===== src/common/game_pkg.sv =====
// Game-side codes and field types shared by the link top level, the controller and the testbench
`default_nettype none

package game_pkg;

    // ==================================================
    // Game phase codes
    // ==================================================

    // Phase code as produced by the game logic
    typedef logic [2:0] game_state_t;

    localparam game_state_t state_start   = 3'd0;
    localparam game_state_t state_select  = 3'd1;
    localparam game_state_t state_loading = 3'd2;
    localparam game_state_t state_running = 3'd3;
    localparam game_state_t state_victory = 3'd5;
    localparam game_state_t state_defeat  = 3'd6;

    // ==================================================
    // Board and progress fields
    // ==================================================

    // 9x9 grid
    localparam int board_cells = 81;
    localparam int digit_width = 4;
    localparam int color_width = 2;

    // One digit per cell, cell 0 in the low bits
    typedef logic [board_cells*digit_width-1:0] board_t;

    // One color code per cell
    typedef logic [board_cells*color_width-1:0] colors_t;

    // Cursor, x in the upper nibble and y in the lower
    typedef logic [7:0] position_t;

    typedef logic [6:0]  score_t;
    typedef logic [10:0] seconds_t;

endpackage

`default_nettype wire


===== src/common/link_pkg.sv =====
// Link-side byte type, frame identifiers and payload sizes used by the senders and the testbench
`default_nettype none

package link_pkg;

    // One byte on the UART port
    typedef logic [7:0] link_byte_t;

    // ==================================================
    // Frame identifiers
    // ==================================================
    localparam link_byte_t frame_id_setup  = 8'hA1;
    localparam link_byte_t frame_id_status = 8'hA2;
    localparam link_byte_t frame_id_end    = 8'hA3;

    // ==================================================
    // Payload sizes in bytes
    // ==================================================

    // Difficulty byte, then the board padded to 41 bytes
    localparam int setup_bytes = 42;

    // Colors padded to 21 bytes, position, then errors and selected number
    localparam int status_bytes = 23;

    // Victory and score, then seconds padded to 2 bytes
    localparam int end_bytes = 3;

endpackage

`default_nettype wire


===== src/common/frame_if.sv =====
// Strobe and byte bundle between the link controller and one frame sender
`timescale 1ns/1ns
`default_nettype none

interface frame_if;
    import link_pkg::*;

    // One-cycle start pulse from the controller
    logic send;

    // One-cycle pulse after the checksum byte went out
    logic done;

    // Byte port request toward the UART
    logic       tx_start;
    link_byte_t tx_data;

    modport ctrl (
        output send,
        input  done,
        input  tx_start,
        input  tx_data
    );

    modport sender (
        input  send,
        output done,
        output tx_start,
        output tx_data
    );

endinterface

`default_nettype wire


===== src/hw/frame_sender/frame_sender.sv =====
// Serializes one frame (identifier, payload MSB first, XOR checksum) onto the UART byte port
`timescale 1ns/1ns
`default_nettype none

module frame_sender #(
    parameter link_pkg::link_byte_t FRAME_ID = 8'h00,
    parameter int PAYLOAD_BYTES = 1
) (
    input  logic                       clock,
    input  logic                       reset,
    input  logic                       uart_busy,
    input  logic [PAYLOAD_BYTES*8-1:0] payload,
    frame_if.sender                    port
);
    import link_pkg::*;

    localparam int payload_width = PAYLOAD_BYTES * 8;
    localparam int count_width = $clog2(PAYLOAD_BYTES + 2);

    // Byte index of the checksum, identifier is index 0
    localparam logic [count_width-1:0] last_index = count_width'(PAYLOAD_BYTES + 1);

    typedef enum logic [1:0] {
        st_idle,
        st_issue,
        st_gap,
        st_finish
    } sender_state_t;

    sender_state_t            state;
    logic [count_width-1:0]   count;
    logic [payload_width-1:0] payload_q;
    link_byte_t               checksum;
    link_byte_t               cur_byte;
    logic                     fire;

    // A byte leaves only when the UART is free
    assign fire = (state == st_issue) && !uart_busy;

    // ==================================================
    // Byte selection
    // ==================================================
    always_comb begin
        if (count == '0) begin
            cur_byte = FRAME_ID;
        end else if (count == last_index) begin
            cur_byte = checksum;
        end else begin
            // Payload copy shifts up, so the next byte is always on top
            cur_byte = payload_q[payload_width-1 -: 8];
        end
    end

    // ==================================================
    // Sequencing
    // ==================================================
    always_ff @(posedge clock or posedge reset) begin
        if (reset) begin
            state <= st_idle;
            count <= '0;
        end else begin
            case (state)
                st_idle: begin
                    if (port.send) begin
                        state <= st_issue;
                        count <= '0;
                    end
                end
                st_issue: begin
                    if (!uart_busy) begin
                        if (count == last_index) begin
                            state <= st_finish;
                        end else begin
                            count <= count + 1'b1;
                            state <= st_gap;
                        end
                    end
                end
                // Quiet cycle so the UART can raise busy
                st_gap: begin
                    state <= st_issue;
                end
                st_finish: begin
                    state <= st_idle;
                end
                default: begin
                    state <= st_idle;
                end
            endcase
        end
    end

    // Payload copy and running checksum
    always_ff @(posedge clock) begin
        if ((state == st_idle) && port.send) begin
            payload_q <= payload;
            checksum  <= '0;
        end else if (fire) begin
            checksum <= checksum ^ cur_byte;
            if (count != '0) begin
                payload_q <= payload_q << 8;
            end
        end
    end

    assign port.tx_start = fire;
    assign port.tx_data  = cur_byte;
    assign port.done     = (state == st_finish);

endmodule

`default_nettype wire


===== src/hw/link_controller/link_controller.sv =====
// Follows the game phase, starts the due frame sender and routes its bytes to the UART port
`timescale 1ns/1ns
`default_nettype none

module link_controller (
    input  logic                  clock,
    input  logic                  reset,
    input  game_pkg::game_state_t game_state,
    frame_if.ctrl                 setup_port,
    frame_if.ctrl                 status_port,
    frame_if.ctrl                 end_port,
    output logic                  tx_start,
    output link_pkg::link_byte_t  tx_data
);
    import game_pkg::*;

    typedef enum logic [2:0] {
        st_idle,
        st_send_setup,
        st_wait_setup,
        st_send_status,
        st_wait_status,
        st_send_end,
        st_wait_end,
        st_game_over
    } ctrl_state_t;

    ctrl_state_t state;
    ctrl_state_t next_state;
    logic        game_active;
    logic        game_ended;

    // Board is known once loading starts
    assign game_active = (game_state == state_loading) || (game_state == state_running);
    assign game_ended  = (game_state == state_victory) || (game_state == state_defeat);

    // ==================================================
    // Sequencing FSM
    // ==================================================
    always_ff @(posedge clock or posedge reset) begin
        if (reset) begin
            state <= st_idle;
        end else begin
            state <= next_state;
        end
    end

    always_comb begin
        next_state = state;
        case (state)
            st_idle: begin
                if (game_active) begin
                    next_state = st_send_setup;
                end
            end
            st_send_setup: begin
                next_state = st_wait_setup;
            end
            st_wait_setup: begin
                if (setup_port.done) begin
                    next_state = st_send_status;
                end
            end
            st_send_status: begin
                next_state = st_wait_status;
            end
            st_wait_status: begin
                // Status repeats until the game has an outcome
                if (status_port.done) begin
                    next_state = game_ended ? st_send_end : st_send_status;
                end
            end
            st_send_end: begin
                next_state = st_wait_end;
            end
            st_wait_end: begin
                if (end_port.done) begin
                    next_state = st_game_over;
                end
            end
            // Held until reset
            st_game_over: begin
                next_state = st_game_over;
            end
            default: begin
                next_state = st_idle;
            end
        endcase
    end

    // One-cycle start pulses
    assign setup_port.send  = (state == st_send_setup);
    assign status_port.send = (state == st_send_status);
    assign end_port.send    = (state == st_send_end);

    // ==================================================
    // UART port multiplexer
    // ==================================================
    always_comb begin
        case (state)
            st_wait_setup: begin
                tx_start = setup_port.tx_start;
                tx_data  = setup_port.tx_data;
            end
            st_wait_status: begin
                tx_start = status_port.tx_start;
                tx_data  = status_port.tx_data;
            end
            st_wait_end: begin
                tx_start = end_port.tx_start;
                tx_data  = end_port.tx_data;
            end
            default: begin
                tx_start = 1'b0;
                tx_data  = '0;
            end
        endcase
    end

endmodule

`default_nettype wire


===== src/hw/game_link_top.sv =====
// Telemetry top level, packs game fields into frame payloads and feeds one UART byte port
`timescale 1ns/1ns
`default_nettype none

module game_link_top (
    input  logic                  clock,
    input  logic                  reset,
    input  game_pkg::game_state_t game_state,
    input  logic                  difficulty,
    input  game_pkg::board_t      board,
    input  game_pkg::colors_t     colors,
    input  game_pkg::position_t   position,
    input  logic [1:0]            errors,
    input  logic [3:0]            selected_number,
    input  logic                  victory,
    input  game_pkg::score_t      score,
    input  game_pkg::seconds_t    seconds,
    input  logic                  uart_busy,
    output logic                  tx_start,
    output link_pkg::link_byte_t  tx_data
);
    import link_pkg::*;

    logic [setup_bytes*8-1:0]  setup_payload;
    logic [status_bytes*8-1:0] status_payload;
    logic [end_bytes*8-1:0]    end_payload;

    frame_if setup_if ();
    frame_if status_if ();
    frame_if end_if ();

    // ==================================================
    // Payload packing, most significant byte first
    // ==================================================

    // Difficulty byte, board padded by 4 bits
    assign setup_payload = {7'd0, difficulty, 4'd0, board};

    // Colors padded by 6 bits, position, errors and number
    assign status_payload = {6'd0, colors, position, 2'd0, errors, selected_number};

    // Victory with score, seconds padded by 5 bits
    assign end_payload = {victory, score, 5'd0, seconds};

    // ==================================================
    // Controller and senders
    // ==================================================
    link_controller u_link_controller (
        .clock       (clock),
        .reset       (reset),
        .game_state  (game_state),
        .setup_port  (setup_if.ctrl),
        .status_port (status_if.ctrl),
        .end_port    (end_if.ctrl),
        .tx_start    (tx_start),
        .tx_data     (tx_data)
    );

    frame_sender #(
        .FRAME_ID      (frame_id_setup),
        .PAYLOAD_BYTES (setup_bytes)
    ) u_setup_sender (
        .clock     (clock),
        .reset     (reset),
        .uart_busy (uart_busy),
        .payload   (setup_payload),
        .port      (setup_if.sender)
    );

    frame_sender #(
        .FRAME_ID      (frame_id_status),
        .PAYLOAD_BYTES (status_bytes)
    ) u_status_sender (
        .clock     (clock),
        .reset     (reset),
        .uart_busy (uart_busy),
        .payload   (status_payload),
        .port      (status_if.sender)
    );

    frame_sender #(
        .FRAME_ID      (frame_id_end),
        .PAYLOAD_BYTES (end_bytes)
    ) u_end_sender (
        .clock     (clock),
        .reset     (reset),
        .uart_busy (uart_busy),
        .payload   (end_payload),
        .port      (end_if.sender)
    );

endmodule

`default_nettype wire


===== config.mk =====
export PLATFORM = sky130hd
export DESIGN_NAME = game_link_top
export DESIGN_NICKNAME = d
export VERILOG_FILES = /design/src/common/game_pkg.sv /design/src/common/link_pkg.sv /design/src/common/frame_if.sv /design/src/hw/frame_sender/frame_sender.sv /design/src/hw/link_controller/link_controller.sv /design/src/hw/game_link_top.sv
export SDC_FILE = /design/constraint.sdc
export NUM_CORES = 1
export LEC_CHECK = 0
export BUFFER_PORTS_ARGS = -buffer_cell sky130_fd_sc_hd__buf_2
export CAP_MARGIN = 25
export CORE_AREA = 3 3 278 280
export DETAILED_ROUTE_END_ITERATION = 7
export DIE_AREA = 0 0 281 283
export MAX_ROUTING_LAYER = met4
export PLACE_DENSITY = 0.63
export SLEW_MARGIN = 40
export SYNTH_ARGS = -nofsm -noshare
export SYNTH_HDL_FRONTEND = slang
export SYNTH_HIERARCHICAL = 1
export SYNTH_SLANG_ARGS = --single-unit

===== constraint.sdc =====
create_clock -name clock -period 56.3 [get_ports clock]
set_input_delay 11.26 -clock clock [delete_from_list [all_inputs] [get_ports clock]]
set_output_delay 11.26 -clock clock [all_outputs]
set_load 0.01 [all_outputs]

==> key figures <==
Worst setup path
  – Worst path most repeated cell: buf_2
  – Worst Path Buf+Inv: 3
  – Family with the most delay on the worst path: buffers and inverters
  – Max incr delay on CP: 0.38 ns
  – Crit Path Max Fanout: 12
  – CP Class: in2out
  – Critical-path cell list: buf_2 > or3b_1 > clkinv_1 > mux2_2 > a22oi_1 > nor2_1 > buf_2
  – Crit. End Element: output pin
  – CP max stage cell: or3b_1
  – CP Data Required Time: 45.04 ns
  – Worst Path Arrival: 13.04 ns
  – CP Launch Type: input port

Clock tree
  – Clk root buf: clkbuf_16
  – CTS tree: yes
  – Clock Tree Buf Depth: 3
  – Sink Count: 591
  – Post-CTS setup buffer count: 0
  – Reg clk slew, reported paths: 0.05 ns
  – Post-cts resize count: 0
  – H-tree depth: 3
  – Clock latency on the worst-skew pair: 0.59 ns
  – TritonCTS buffer count: 69
  – CTS Hold Bufs: 0

Power
  – Internal power: 925 uW
  – Maximum vdd drop: 29.1 uV
  – Leak Pwr: 0.0144 uW
  – Clock Power Share: 36.4%
  – Power, Total: 1250 uW
  – Sequential power share: 50.1%
  – Pwr dens: 38.8 nW/um2
  – Sw Ratio: 25.7%
  – Logic pwr share: 13.5%
  – Psw: 320 uW

Global route
  – Largest net degree at the start of global routing: 178
  – Number of global-route vias before repair: 18,900
  – Global Route Usage Sum: 17.4%
  – Initial antenna violation count: 39
  – Total grt overflow: 0
  – First-pass GRT wire length: 105,000 um

Synthesis
  – Commonest cells in the netlist: nand2_1, edfxtp_1, clkbuf_1
  – Mapped Cells: 2,636
  – Async S/R FF share, synth: 3.89%
  – #FFs+latches synth: 591
  – Main flop type after synthesis: edfxtp_1
  – Post-synth EDFFs: 544
  – Sequential area share after synthesis: 66.2%
  – Area of the mapped netlist: 26,300 um2
  – Syn. warnings: 6
  – Synth top area cells: edfxtp_1, nand2_1, dfrtp_1
  – Yosys top cell by area: edfxtp_1
  – Post-synth cell types: 60
  – Syn_area_per_cell: 9.96 um2
  – Share of the synthesized area in the top cell type: 62.2%
  – Count leader, synth: nand2_1

Floorplan
  – Row cnt: 100
  – Core footprint: 74,700 um2
  – Die ar.: 79,500 um2
  – Die width: 281 um
  – IO Pins: 535
  – Initial core utilization: 35.2%
  – Chip height: 283 um

Detailed routing
  – ANT nets after route: 0
  – Vias: 19,200
  – WL/cell: 16.6 um
  – DRT iter0 DRCs: 1,391
  – Via/cell ratio: 4.58
  – DRC: 0
  – Number of detailed-route iterations in the first pass: 5
  – Routed wire length: 69,700 um

Run
  – Max_cap viols: 0

Timing
  – Min Tclk post-route: 24.30 ns
  – Final Max Tran Viols: 0
  – RSZ-0062 raised after global routing: no
  – # setup viols final: 0
  – Rel. slew slack: 48.2%
  – Max frequency: 41.2 MHz
  – Final Hold Viols: 0
  – Setup TNS: 0 ns
  – Slew at the pin closest to its max-slew limit: 0.777 ns
  – Final period utilization: 43.2%
  – Clock Skews: 0.0246 ns

Place
  – Final GP Congestion: 0.832
  – DP HPWL: 47,100 um
  – Count of input and output buffers: 534
  – DP Cell Count: 4,038

Finish
  – Share of post-route cells with drive strength above 1: 21.4%
  – Post-layout nets: 3,673
  – Post-route insts no fill: 4,200
  – Layout area overhead: 22.0%

Min path
  – Worst hold-check path type: reg2reg

Outcome
  – Status: finished, final reports clean
==> final timing paths <==
path                                            startpoint                              to  slack (ns)  depth (start not counted)
max in group asynchronous                            reset         u_setup_sender/count[3]       45.36                          2
min in group asynchronous                            reset      u_link_controller/state[2]       10.61                          2
worst max-delay path                             uart_busy                        tx_start       32.00                          7
worst min register to register    u_end_sender/checksum[6]        u_end_sender/checksum[6]        0.46                          1
worst min-delay path              u_end_sender/checksum[6]        u_end_sender/checksum[6]        0.46                          1
worst max register to register  u_link_controller/state[1]  u_status_sender/payload_q[135]       52.12                          7
==> layout make-up <==
cell class / count / area [um2]
clock inverter: 37 / 467
inverter: 29 / 109
clock buffer: 83 / 1790
sequential: 591 / 17400
tap: 969 / 1210
multi-input combinational: 1894 / 7980
timing repair buffer: 556 / 3000
fill: 7112 / 42600
antenna: 41 / 103
==> cell usage in the layout, fill, tap and decap left out, drive strengths merged, types with 2 or more instances in the layout <==
cell,n
a211oi,4
a21oi,32
a22o,2
a22oi,10
a31oi,6
a32o,10
and2,20
and3,10
buf,556
bufinv,10
clkbuf,83
clkinv,24
conb,24
dfrtp,23
dfxtp,24
diode,41
edfxtp,544
ha,6
inv,32
mux2,10
mux2i,10
nand2,1616
nand3,7
nand4,5
nor2,28
nor2b,14
nor3,10
nor4b,2
o21ai,29
o21bai,4
o311a,3
or3,5
or3b,3
xnor2,2
xor2,6
==> sequential cells by signal, summed over array words and instances, names as in the netlist, 3 cells and up <==
signal / flops
u_setup_sender/count: 6
u_status_sender/count: 5
u_status_sender/payload_q: 184
u_setup_sender/checksum: 8
u_end_sender/payload_q: 24
u_end_sender/count: 3
u_status_sender/checksum: 8
u_setup_sender/payload_q: 336
u_end_sender/checksum: 8
u_link_controller/state: 3
==> cell families (layout without fill, tap and decap cells) <==
kind of cell	after synthesis	in the layout	share of synthesized area, %
XOR/XNOR	8	8	0.267
multiplexers	20	20	0.853
adder cells (fa/ha/maj)	6	6	0.286
other	1	65	0.0143
buffers and inverters	174	705	3.99
flip-flops	591	591	66.2
AND/OR/NAND/NOR	1727	1727	25.6
AO/OA/AOI/OAI	109	109	2.73
==> power groups by stage <==
stage | logic (uW) | clock network (uW) | registers (uW)
4_1_cts | 172 | 468 | 624
2_1_floorplan | 109 | 0 | 703
6_report | 168 | 453 | 624
3_5_place_dp | 171 | 0 | 632
3_3_place_gp | 164 | 0 | 630
5_1_grt | 192 | 483 | 632
==> routing by layer <==
metal	up-vias	part of all wire, %	GRT usage [%]
met5	-	0	-
met4	0	2.6	5.90
met3	110	7.0	4.87
met2	480	49	28.0
met1	8982	42	20.9
li1	9668	-	-
==> worst register-to-register path: stages (launching register included) <==
cell and delay, ns:
dfrtp_1 0.68, inv_1 0.14, nor3_1 0.43, or3b_4 0.57, o21ai_4 0.11, buf_6 0.48, buf_6 0.66, buf_4 0.73
==> stage by stage <==
step / utilization, % / instance area [um2] / hold WS, ns / worst slack, ns
2_1_floorplan: - / 26400 / 0.433 / 19.68
3_3_place_gp: 39.5 / 29500 / 0.445 / 32.04
3_5_place_dp: 39.7 / 29600 / 0.454 / 32.01
4_1_cts: 42.7 / 31900 / 0.462 / 32.01
5_1_grt: 42.9 / 32000 / 0.487 / 31.89
6_report: 42.9 / 32100 / 0.457 / 32.00
Note: power is estimated with default switching activity, not from simulation.
